===== src/include/uart_mmio_macros.svh =====
`ifndef UART_MMIO_MACROS_SVH
`define UART_MMIO_MACROS_SVH

// serial timing
`define UART_CLOCK_FREQ    50_000_000
`define UART_BAUD_RATE     115200
`define UART_CLKS_PER_BIT  (`UART_CLOCK_FREQ / `UART_BAUD_RATE)

// start bit, eight data bits, stop bit
`define UART_FRAME_BITS    10

// memory-mapped register addresses
`define MMIO_ADDR_STATUS   32'h8000_0000
`define MMIO_ADDR_RX       32'h8000_0004
`define MMIO_ADDR_TX       32'h8000_0008

`endif


===== src/hw/uart_mmio_pkg.sv =====
`include "uart_mmio_macros.svh"

package uart_mmio_pkg;

    // one serial payload
    typedef logic [7:0] uart_byte_t;

    // bus side
    typedef logic [31:0] mmio_word_t;
    typedef logic [31:0] mmio_addr_t;

    // counts clocks inside one bit time
    typedef logic [$clog2(`UART_CLKS_PER_BIT)-1:0] baud_count_t;

    // position within a frame
    typedef logic [3:0] bit_index_t;

endpackage


===== src/hw/uart_mmio_regs.sv =====
`timescale 1ns/1ps
`include "uart_mmio_macros.svh"

module uart_mmio_regs
    import uart_mmio_pkg::*;
(
    input  logic       clk,
    input  logic       arst_n_i,
    input  logic       load_i,
    input  logic       store_i,
    input  mmio_addr_t addr_i,
    input  mmio_word_t wdata_i,
    input  logic       rx_valid_i,
    input  uart_byte_t rx_byte_i,
    input  logic       tx_ready_i,
    output mmio_word_t rdata_o,
    output logic       rx_consume_o,
    output logic       tx_start_o,
    output uart_byte_t tx_byte_o
);

    localparam mmio_addr_t ADDR_STATUS = `MMIO_ADDR_STATUS;
    localparam mmio_addr_t ADDR_RX     = `MMIO_ADDR_RX;
    localparam mmio_addr_t ADDR_TX     = `MMIO_ADDR_TX;

    logic       hit_status;
    logic       hit_rx;
    logic       hit_tx;
    mmio_word_t status_word;
    mmio_word_t read_word;

    assign hit_status = (addr_i == ADDR_STATUS);
    assign hit_rx     = (addr_i == ADDR_RX);
    assign hit_tx     = (addr_i == ADDR_TX);

    // bit 1 byte waiting, bit 0 transmitter free
    assign status_word = {30'b0, rx_valid_i, tx_ready_i};

    always_comb begin
        if (hit_status) begin
            read_word = status_word;
        end else if (hit_rx) begin
            read_word = {24'b0, rx_byte_i};    // zero-extended
        end else begin
            read_word = '0;                     // unmapped
        end
    end

    // consume in the same cycle so the next status read already sees it
    assign rx_consume_o = load_i & hit_rx;

    always_ff @(posedge clk or negedge arst_n_i) begin
        if (!arst_n_i) begin
            rdata_o    <= '0;
            tx_start_o <= 1'b0;
        end else begin
            if (load_i) rdata_o <= read_word;  // held until the next load
            tx_start_o <= store_i & hit_tx;
        end
    end

    always_ff @(posedge clk) begin
        if (store_i && hit_tx) tx_byte_o <= wdata_i[7:0];
    end

    a_one_strobe: assert property (
        @(posedge clk) disable iff (!arst_n_i)
        !(load_i && store_i)
    ) else $error("uart_mmio_regs: load and store in the same cycle");

endmodule


===== src/hw/uart_mmio_top.sv =====
`timescale 1ns/1ps

module uart_mmio_top
    import uart_mmio_pkg::*;
(
    input  logic       clk,
    input  logic       arst_n_i,
    input  logic       load_i,
    input  logic       store_i,
    input  mmio_addr_t addr_i,
    input  mmio_word_t wdata_i,
    input  logic       serial_rx_i,
    output mmio_word_t rdata_o,
    output logic       serial_tx_o
);

    logic       rx_consume;
    logic       rx_valid;
    uart_byte_t rx_byte;
    logic       tx_start;
    uart_byte_t tx_byte;
    logic       tx_ready;

    uart_receiver u_rx (
        .clk          (clk),
        .arst_n_i     (arst_n_i),
        .serial_rx_i  (serial_rx_i),
        .rx_consume_i (rx_consume),
        .rx_valid_o   (rx_valid),
        .rx_byte_o    (rx_byte)
    );

    uart_transmitter u_tx (
        .clk         (clk),
        .arst_n_i    (arst_n_i),
        .tx_start_i  (tx_start),
        .tx_byte_i   (tx_byte),
        .tx_ready_o  (tx_ready),
        .serial_tx_o (serial_tx_o)
    );

    uart_mmio_regs u_regs (
        .clk          (clk),
        .arst_n_i     (arst_n_i),
        .load_i       (load_i),
        .store_i      (store_i),
        .addr_i       (addr_i),
        .wdata_i      (wdata_i),
        .rx_valid_i   (rx_valid),
        .rx_byte_i    (rx_byte),
        .tx_ready_i   (tx_ready),
        .rdata_o      (rdata_o),
        .rx_consume_o (rx_consume),
        .tx_start_o   (tx_start),
        .tx_byte_o    (tx_byte)
    );

endmodule


===== src/hw/uart_receiver.sv =====
`timescale 1ns/1ps
`include "uart_mmio_macros.svh"

module uart_receiver
    import uart_mmio_pkg::*;
#(
    parameter int CLKS_PER_BIT = `UART_CLKS_PER_BIT
) (
    input  logic       clk,
    input  logic       arst_n_i,
    input  logic       serial_rx_i,
    input  logic       rx_consume_i,
    output logic       rx_valid_o,
    output uart_byte_t rx_byte_o
);

    localparam baud_count_t LAST_CLK = baud_count_t'(CLKS_PER_BIT - 1);
    localparam baud_count_t HALF_CLK = baud_count_t'(CLKS_PER_BIT / 2 - 1);
    localparam bit_index_t  LAST_BIT = bit_index_t'(7);

    typedef enum logic [1:0] {
        RX_IDLE,
        RX_START,
        RX_DATA,
        RX_STOP
    } rx_state_t;

    rx_state_t   state;
    logic        rx_meta;
    logic        rx_sync;
    logic        rx_last;
    logic        rx_fall;
    baud_count_t baud_cnt;
    bit_index_t  bit_idx;
    uart_byte_t  rx_shift;
    logic        frame_ok;

    // two-stage synchronizer plus one for edge detect
    always_ff @(posedge clk or negedge arst_n_i) begin
        if (!arst_n_i) begin
            rx_meta <= 1'b1;
            rx_sync <= 1'b1;
            rx_last <= 1'b1;
        end else begin
            rx_meta <= serial_rx_i;
            rx_sync <= rx_meta;
            rx_last <= rx_sync;
        end
    end

    assign rx_fall  = rx_last & ~rx_sync;
    assign frame_ok = (state == RX_STOP) && (baud_cnt == LAST_CLK) && rx_sync;

    always_ff @(posedge clk or negedge arst_n_i) begin
        if (!arst_n_i) begin
            state    <= RX_IDLE;
            baud_cnt <= '0;
            bit_idx  <= '0;
        end else begin
            baud_cnt <= baud_cnt + 1'b1;
            case (state)
                RX_IDLE: begin
                    baud_cnt <= '0;
                    if (rx_fall) state <= RX_START;
                end
                RX_START: begin
                    if (baud_cnt == HALF_CLK) begin  // mid start bit
                        baud_cnt <= '0;
                        bit_idx  <= '0;
                        state    <= rx_sync ? RX_IDLE : RX_DATA; // glitch goes back
                    end
                end
                RX_DATA: begin
                    if (baud_cnt == LAST_CLK) begin
                        baud_cnt <= '0;
                        if (bit_idx == LAST_BIT) state <= RX_STOP;
                        else bit_idx <= bit_idx + 1'b1;
                    end
                end
                default: begin                       // RX_STOP
                    if (baud_cnt == LAST_CLK) state <= RX_IDLE;
                end
            endcase
        end
    end

    // data bits arrive lsb first
    always_ff @(posedge clk) begin
        if (state == RX_DATA && baud_cnt == LAST_CLK) rx_shift <= {rx_sync, rx_shift[7:1]};
        if (frame_ok) rx_byte_o <= rx_shift;   // a new frame overwrites the old byte
    end

    always_ff @(posedge clk or negedge arst_n_i) begin
        if (!arst_n_i) begin
            rx_valid_o <= 1'b0;
        end else if (frame_ok) begin
            rx_valid_o <= 1'b1;
        end else if (rx_consume_i) begin
            rx_valid_o <= 1'b0;
        end
    end

    a_valid_held: assert property (
        @(posedge clk) disable iff (!arst_n_i)
        $fell(rx_valid_o) |-> $past(rx_consume_i)
    ) else $error("uart_receiver: rx_valid dropped without a consume");

endmodule


===== src/hw/uart_transmitter.sv =====
`timescale 1ns/1ps
`include "uart_mmio_macros.svh"

module uart_transmitter
    import uart_mmio_pkg::*;
#(
    parameter int CLKS_PER_BIT = `UART_CLKS_PER_BIT
) (
    input  logic       clk,
    input  logic       arst_n_i,
    input  logic       tx_start_i,
    input  uart_byte_t tx_byte_i,
    output logic       tx_ready_o,
    output logic       serial_tx_o
);

    localparam int          FRAME_BITS = `UART_FRAME_BITS;
    localparam baud_count_t LAST_CLK   = baud_count_t'(CLKS_PER_BIT - 1);
    localparam bit_index_t  LAST_BIT   = bit_index_t'(FRAME_BITS - 1);

    logic [FRAME_BITS-1:0] tx_shift;    // bit 0 is on the line
    baud_count_t           baud_cnt;
    bit_index_t            bit_idx;
    logic                  busy;
    logic                  bit_done;

    assign bit_done = (baud_cnt == LAST_CLK);

    always_ff @(posedge clk or negedge arst_n_i) begin
        if (!arst_n_i) begin
            tx_shift <= '1;                 // idle line is high
            baud_cnt <= '0;
            bit_idx  <= '0;
            busy     <= 1'b0;
        end else if (!busy) begin
            if (tx_start_i) begin
                tx_shift <= {1'b1, tx_byte_i, 1'b0}; // stop, data, start
                baud_cnt <= '0;
                bit_idx  <= '0;
                busy     <= 1'b1;
            end
        end else if (bit_done) begin
            baud_cnt <= '0;
            tx_shift <= {1'b1, tx_shift[FRAME_BITS-1:1]}; // next bit, refill with idle
            if (bit_idx == LAST_BIT) begin
                bit_idx <= '0;
                busy    <= 1'b0;            // stop bit finished
            end else begin
                bit_idx <= bit_idx + 1'b1;
            end
        end else begin
            baud_cnt <= baud_cnt + 1'b1;
        end
    end

    assign serial_tx_o = tx_shift[0];
    assign tx_ready_o  = ~busy;

    // the shifter must have drained back to all ones by the time we go idle
    a_idle_line_high: assert property (
        @(posedge clk) disable iff (!arst_n_i)
        tx_ready_o |-> serial_tx_o
    ) else $error("uart_transmitter: line low while idle");

endmodule


===== config.mk =====
export PLATFORM = sky130hd
export DESIGN_NAME = uart_mmio_top
export DESIGN_NICKNAME = d
export VERILOG_FILES = /design/src/hw/uart_mmio_pkg.sv /design/src/hw/uart_mmio_regs.sv /design/src/hw/uart_mmio_top.sv /design/src/hw/uart_receiver.sv /design/src/hw/uart_transmitter.sv
export VERILOG_INCLUDE_DIRS = /design/src /design/src/include
export SDC_FILE = /design/constraint.sdc
export NUM_CORES = 1
export LEC_CHECK = 0
export BUFFER_PORTS_ARGS = -buffer_cell sky130_fd_sc_hd__buf_2
export CORE_MARGIN = 5
export CORE_UTILIZATION = 40
export DETAILED_ROUTE_END_ITERATION = 16
export HOLD_SLACK_MARGIN = 0.15
export SKIP_LAST_GASP = 1
export SLEW_MARGIN = 20
export SYNTH_ARGS = -nofsm -noshare
export SYNTH_HDL_FRONTEND = slang
export SYNTH_SLANG_ARGS = --single-unit

===== constraint.sdc =====
create_clock -name clk -period 2.15 [get_ports clk]
set_input_delay 0.3225 -clock clk [delete_from_list [all_inputs] [get_ports clk]]
set_output_delay 0.3225 -clock clk [all_outputs]
set_load 0.01 [all_outputs]

==> summary.md <==
| Metric | Value |
|---|---|
| Vias in the first global route | `2,514` |
| Gate Count Post-Synth | `approximately 320` |
| Hold Fails Final Rpt | `0` |
| Register bit total from synthesis | `75` |
| Clk_lat worst skew | `0.34 ns` |
| Port-buffer cells | `53` |
| Crit Path Category | `reg -> reg` |
| Die span in y | `104 µm` |
| CTS Sinks | `75` |
| Critical path startpoint | `u_rx.baud_cnt[1]$_DFF_PN0_` |
| Post-synth top area share | `between 20% and 30%` |
| CP max stage cell | `or4b_4` |
| First-pass GRT wire length | `11.8 mm` |
| Post-route ant nets | `0` |
| Asr flop ratio synth | `68.0%` |
| I/O pin cnt | `102` |
| Ant diodes | `0` |
| Die X | `104 µm` |
| Leading area contributor after synthesis | `dfrtp_1` |
| Max cap viols | `0` |
| CP Launch Type | `register` |
| CTS tree | `yes` |
| Critical Path AT | `2.25 ns` |
| WP data required | `approximately 2.4 ns` |
| Largest net degree at the start of global routing | `31` |
| CTS Buf Count | `9` |
| Grt ovf | `0` |
| H-tree Lvls | `3` |
| Setup TNS | `0 ns` |
| Most common cell in the synthesized netlist | `dfrtp_1` |
| Reg2Reg Depth | `6` |
| Minimum clock period | `1.99 ns` |
| Root buffer cell | `clkbuf_8` |
| Worst hold path type | `reg -> reg` |
| DRC | `0` |
| Crit path largest cell delay | `0.60 ns` |
| Vias post-DR | `2,496` |
| Maximum clock frequency | `roughly 0.50 GHz` |
| Row Count | `34` |
| Yosys warns | `0` |
| Post-Place Setup Slack | `0.0879 ns` |
| Final HPWL DP | `4.95 mm` |
| Critical Path End Type | `register` |
| Top_reg_cell synth | `dfrtp_1` |
| Final WL | `6.91 mm` |
| CP max FO | `8` |
| Initial Utilization | `40.9%` |
| Post-synth top cells | `39 x dfrtp_1, 24 x buf_4, 24 x edfxtp_1, 21 x nand2_1, 20 x nand3_1` |
| Post-synthesis cell area | `3570 µm²` |
| Cell variety after synth | `55` |
| Routability congestion estimate | `0.790` |
| Router iterations before antenna repair | `4` |
| R2R Path Start | `u_rx.baud_cnt[1]$_DFF_PN0_` |
| Slew Viols, Final | `0` |
| Clock Path Buffers | `2` |
| Max transition margin | `62.8%` |
| Avg Inst Size Synth | `11.3 µm²` |
| Layout area overhead | `20.0%` |
| Via/cell ratio | `4.96` |
| CP top delay family | `simple AND/OR/NAND/NOR gates` |
| Leakage | `1.81 nW` |
| Critical path endpoint | `u_rx.bit_idx[3]$_DFFE_PN0P_` |
| R2R setup slack | `around 0.16 ns` |
| Period utilization | `92.4%` |
| FF-to-FF End | `u_rx.bit_idx[3]$_DFFE_PN0P_` |
| Clock skew | `0.0106 ns` |
| Setup violators final | `0` |
| Antenna violations before repair | `0` |
| DR WL/cell | `13.7 µm` |
| Status | `complete, no violations` |
| Layout cell share with drive strength beyond 1 | `roughly 27%` |
| Cells along the critical path | `inv_1 -> ha_1 -> nand4bb_4 -> or4b_4 -> or3_1 -> o21ai_1` |
| Final nets | `467` |
| Least-Margin Pin Slew | `about 0.56 ns` |
| GRT Util Overall | `13.0%` |
| Setup WS post-layout | `0.163 ns` |
| Synth area leaders | `dfrtp_1 27%, edfxtp_1 20%, dfstp_2 8.8%, buf_4 5.0%, ha_1 2.8%` |
| RSZ-0062 raised after global routing | `no` |
| Die area | `10,900 µm²` |
| Peak supply drop | `slightly below 0.5 mV` |
| Register area share after synthesis | `56.4%` |
| WP depth | `6` |
| Core Footprint | `8720 µm²` |
| Drt initial violations | `81` |
| Register clock-pin slew on the reported worst setup and hold paths | `approximately 0.080 ns` |
| Post-synth EDFFs | `24` |
| P per Cell Area | `740 nW/µm²` |
| Buf/Inv on CP | `1` |
## cell type report
cell class / count / area (µm²)
fill: 788 / 4440
sequential: 75 / 2010
multi-input combinational: 219 / 1390
timing repair buffer: 75 / 468
tap: 108 / 135
clock buffer: 9 / 124
clock inverter: 7 / 116
inverter: 10 / 37.5
## cell families (layout without fill, tap and decap cells)
family	after synthesis	after routing	synth area share, %
fa+ha+maj	8	8	2.81
xor+xnor	9	9	2.21
flops	75	75	56.4
buf+inv	44	101	7.43
compound gates	52	52	9.26
mux	14	14	4.07
other cells	1	24	0.105
simple gates	112	112	17.7
## state kept, by name, summed over array words and instances (netlist names)
register / count
u_rx.rx_sync: 1
u_rx.bit_idx: 4
u_regs.rdata_o: 8
u_regs.tx_start_o: 1
u_tx.tx_shift: 9
u_tx.busy: 1
u_rx.rx_meta: 1
u_rx.rx_valid_o: 1
u_rx.rx_byte_o: 8
u_rx.state: 2
u_rx.baud_cnt: 9
u_rx.rx_last: 1
u_rx.rx_shift: 8
u_tx.bit_idx: 4
u_regs.tx_byte_o: 8
u_tx.baud_cnt: 9
## power by group
part / internal, mW / switching [mW] / leakage, nW
Clock: 0.769 / 0.517 / 0.121
Sequential: 1.52 / 0.0514 / 0.869
Combinational: 0.151 / 0.159 / 0.824
Total: 2.44 / 0.728 / 1.81
## worst reg2reg max path, delay by kind of cell, from the launching register on
kind                       cells  cell delay [ns]
and+or+nand+nor                3             1.10
DFF                            1             0.42
adders and majority gates      1             0.20
buffers and inverters          1             0.10
AOI/OAI and AO/OA              1             0.10
## stage by stage
| stage | instance area (µm²) | std cells | hold WS (ns) | util, % | total power [mW] |
|---|---|---|---|---|---|
| after floorplan | 3660 | 338 | 0.0269 | - | 1.80 |
| after global placement | 3940 | 477 | 0.335 | 45.1 | 1.89 |
| after detailed placement | 3940 | 477 | 0.348 | 45.1 | 1.90 |
| after CTS | 4280 | 503 | 0.359 | 49.0 | 3.22 |
| after global routing | 4280 | 503 | 0.372 | 49.1 | 3.33 |
| final | 4280 | 503 | 0.358 | 49.1 | 3.17 |
## per-layer routing
layer	global-route usage, %	part of all wire (%)	up-vias	wire [µm]
li1	-	-	1239	-
met1	17.0	45	1200	3140
met2	21.0	49	52	3390
met3	3.66	4.9	5	337
met4	4.16	0.77	0	53
met5	0	0	-	0
## placed cells by master, fill, tap and decap left out, types with 4 or more instances in the layout
cell,count
buf_4,11
a31o_2,6
nand4_1,4
conb_1,24
ha_1,8
nor2b_1,10
xnor2_1,8
o21ai_0,12
dfrtp_1,39
buf_2,53
nor2_1,18
edfxtp_1,24
nor3_1,6
mux2_2,4
inv_1,10
dlygate4sd3_1,10
dfstp_2,12
a21oi_1,12
nand2_1,21
a31oi_1,4
clkbuf_8,9
nand3_1,20
mux2i_1,10
nor4_1,8
## what timing repair did
action | CTS | global route
gates resized for setup | 0 | 1
setup endpoints to repair | 0 | 2
setup buffers | 0 | 0
hold buffers | 10 | 0
hold endpoints to repair | 27 | 0
## how the worst min path moves through the flow
stage / start / to / slack (ns) / cells after the start
2_1_floorplan: arst_n_i / u_regs.rdata_o[0]$_DFFE_PN0P_ / 0.03 / 0
3_3_place_gp: arst_n_i / u_tx.baud_cnt[8]$_DFFE_PN0P_ / 0.34 / 1
3_5_place_dp: arst_n_i / u_tx.baud_cnt[5]$_DFFE_PN0P_ / 0.35 / 1
4_1_cts: u_rx.rx_meta$_DFF_PN1_ / u_rx.rx_sync$_DFF_PN1_ / 0.36 / 0
5_1_grt: u_rx.rx_meta$_DFF_PN1_ / u_rx.rx_sync$_DFF_PN1_ / 0.37 / 0
6_report: u_rx.rx_meta$_DFF_PN1_ / u_rx.rx_sync$_DFF_PN1_ / 0.36 / 0
Power figures use the tool's default switching activity.
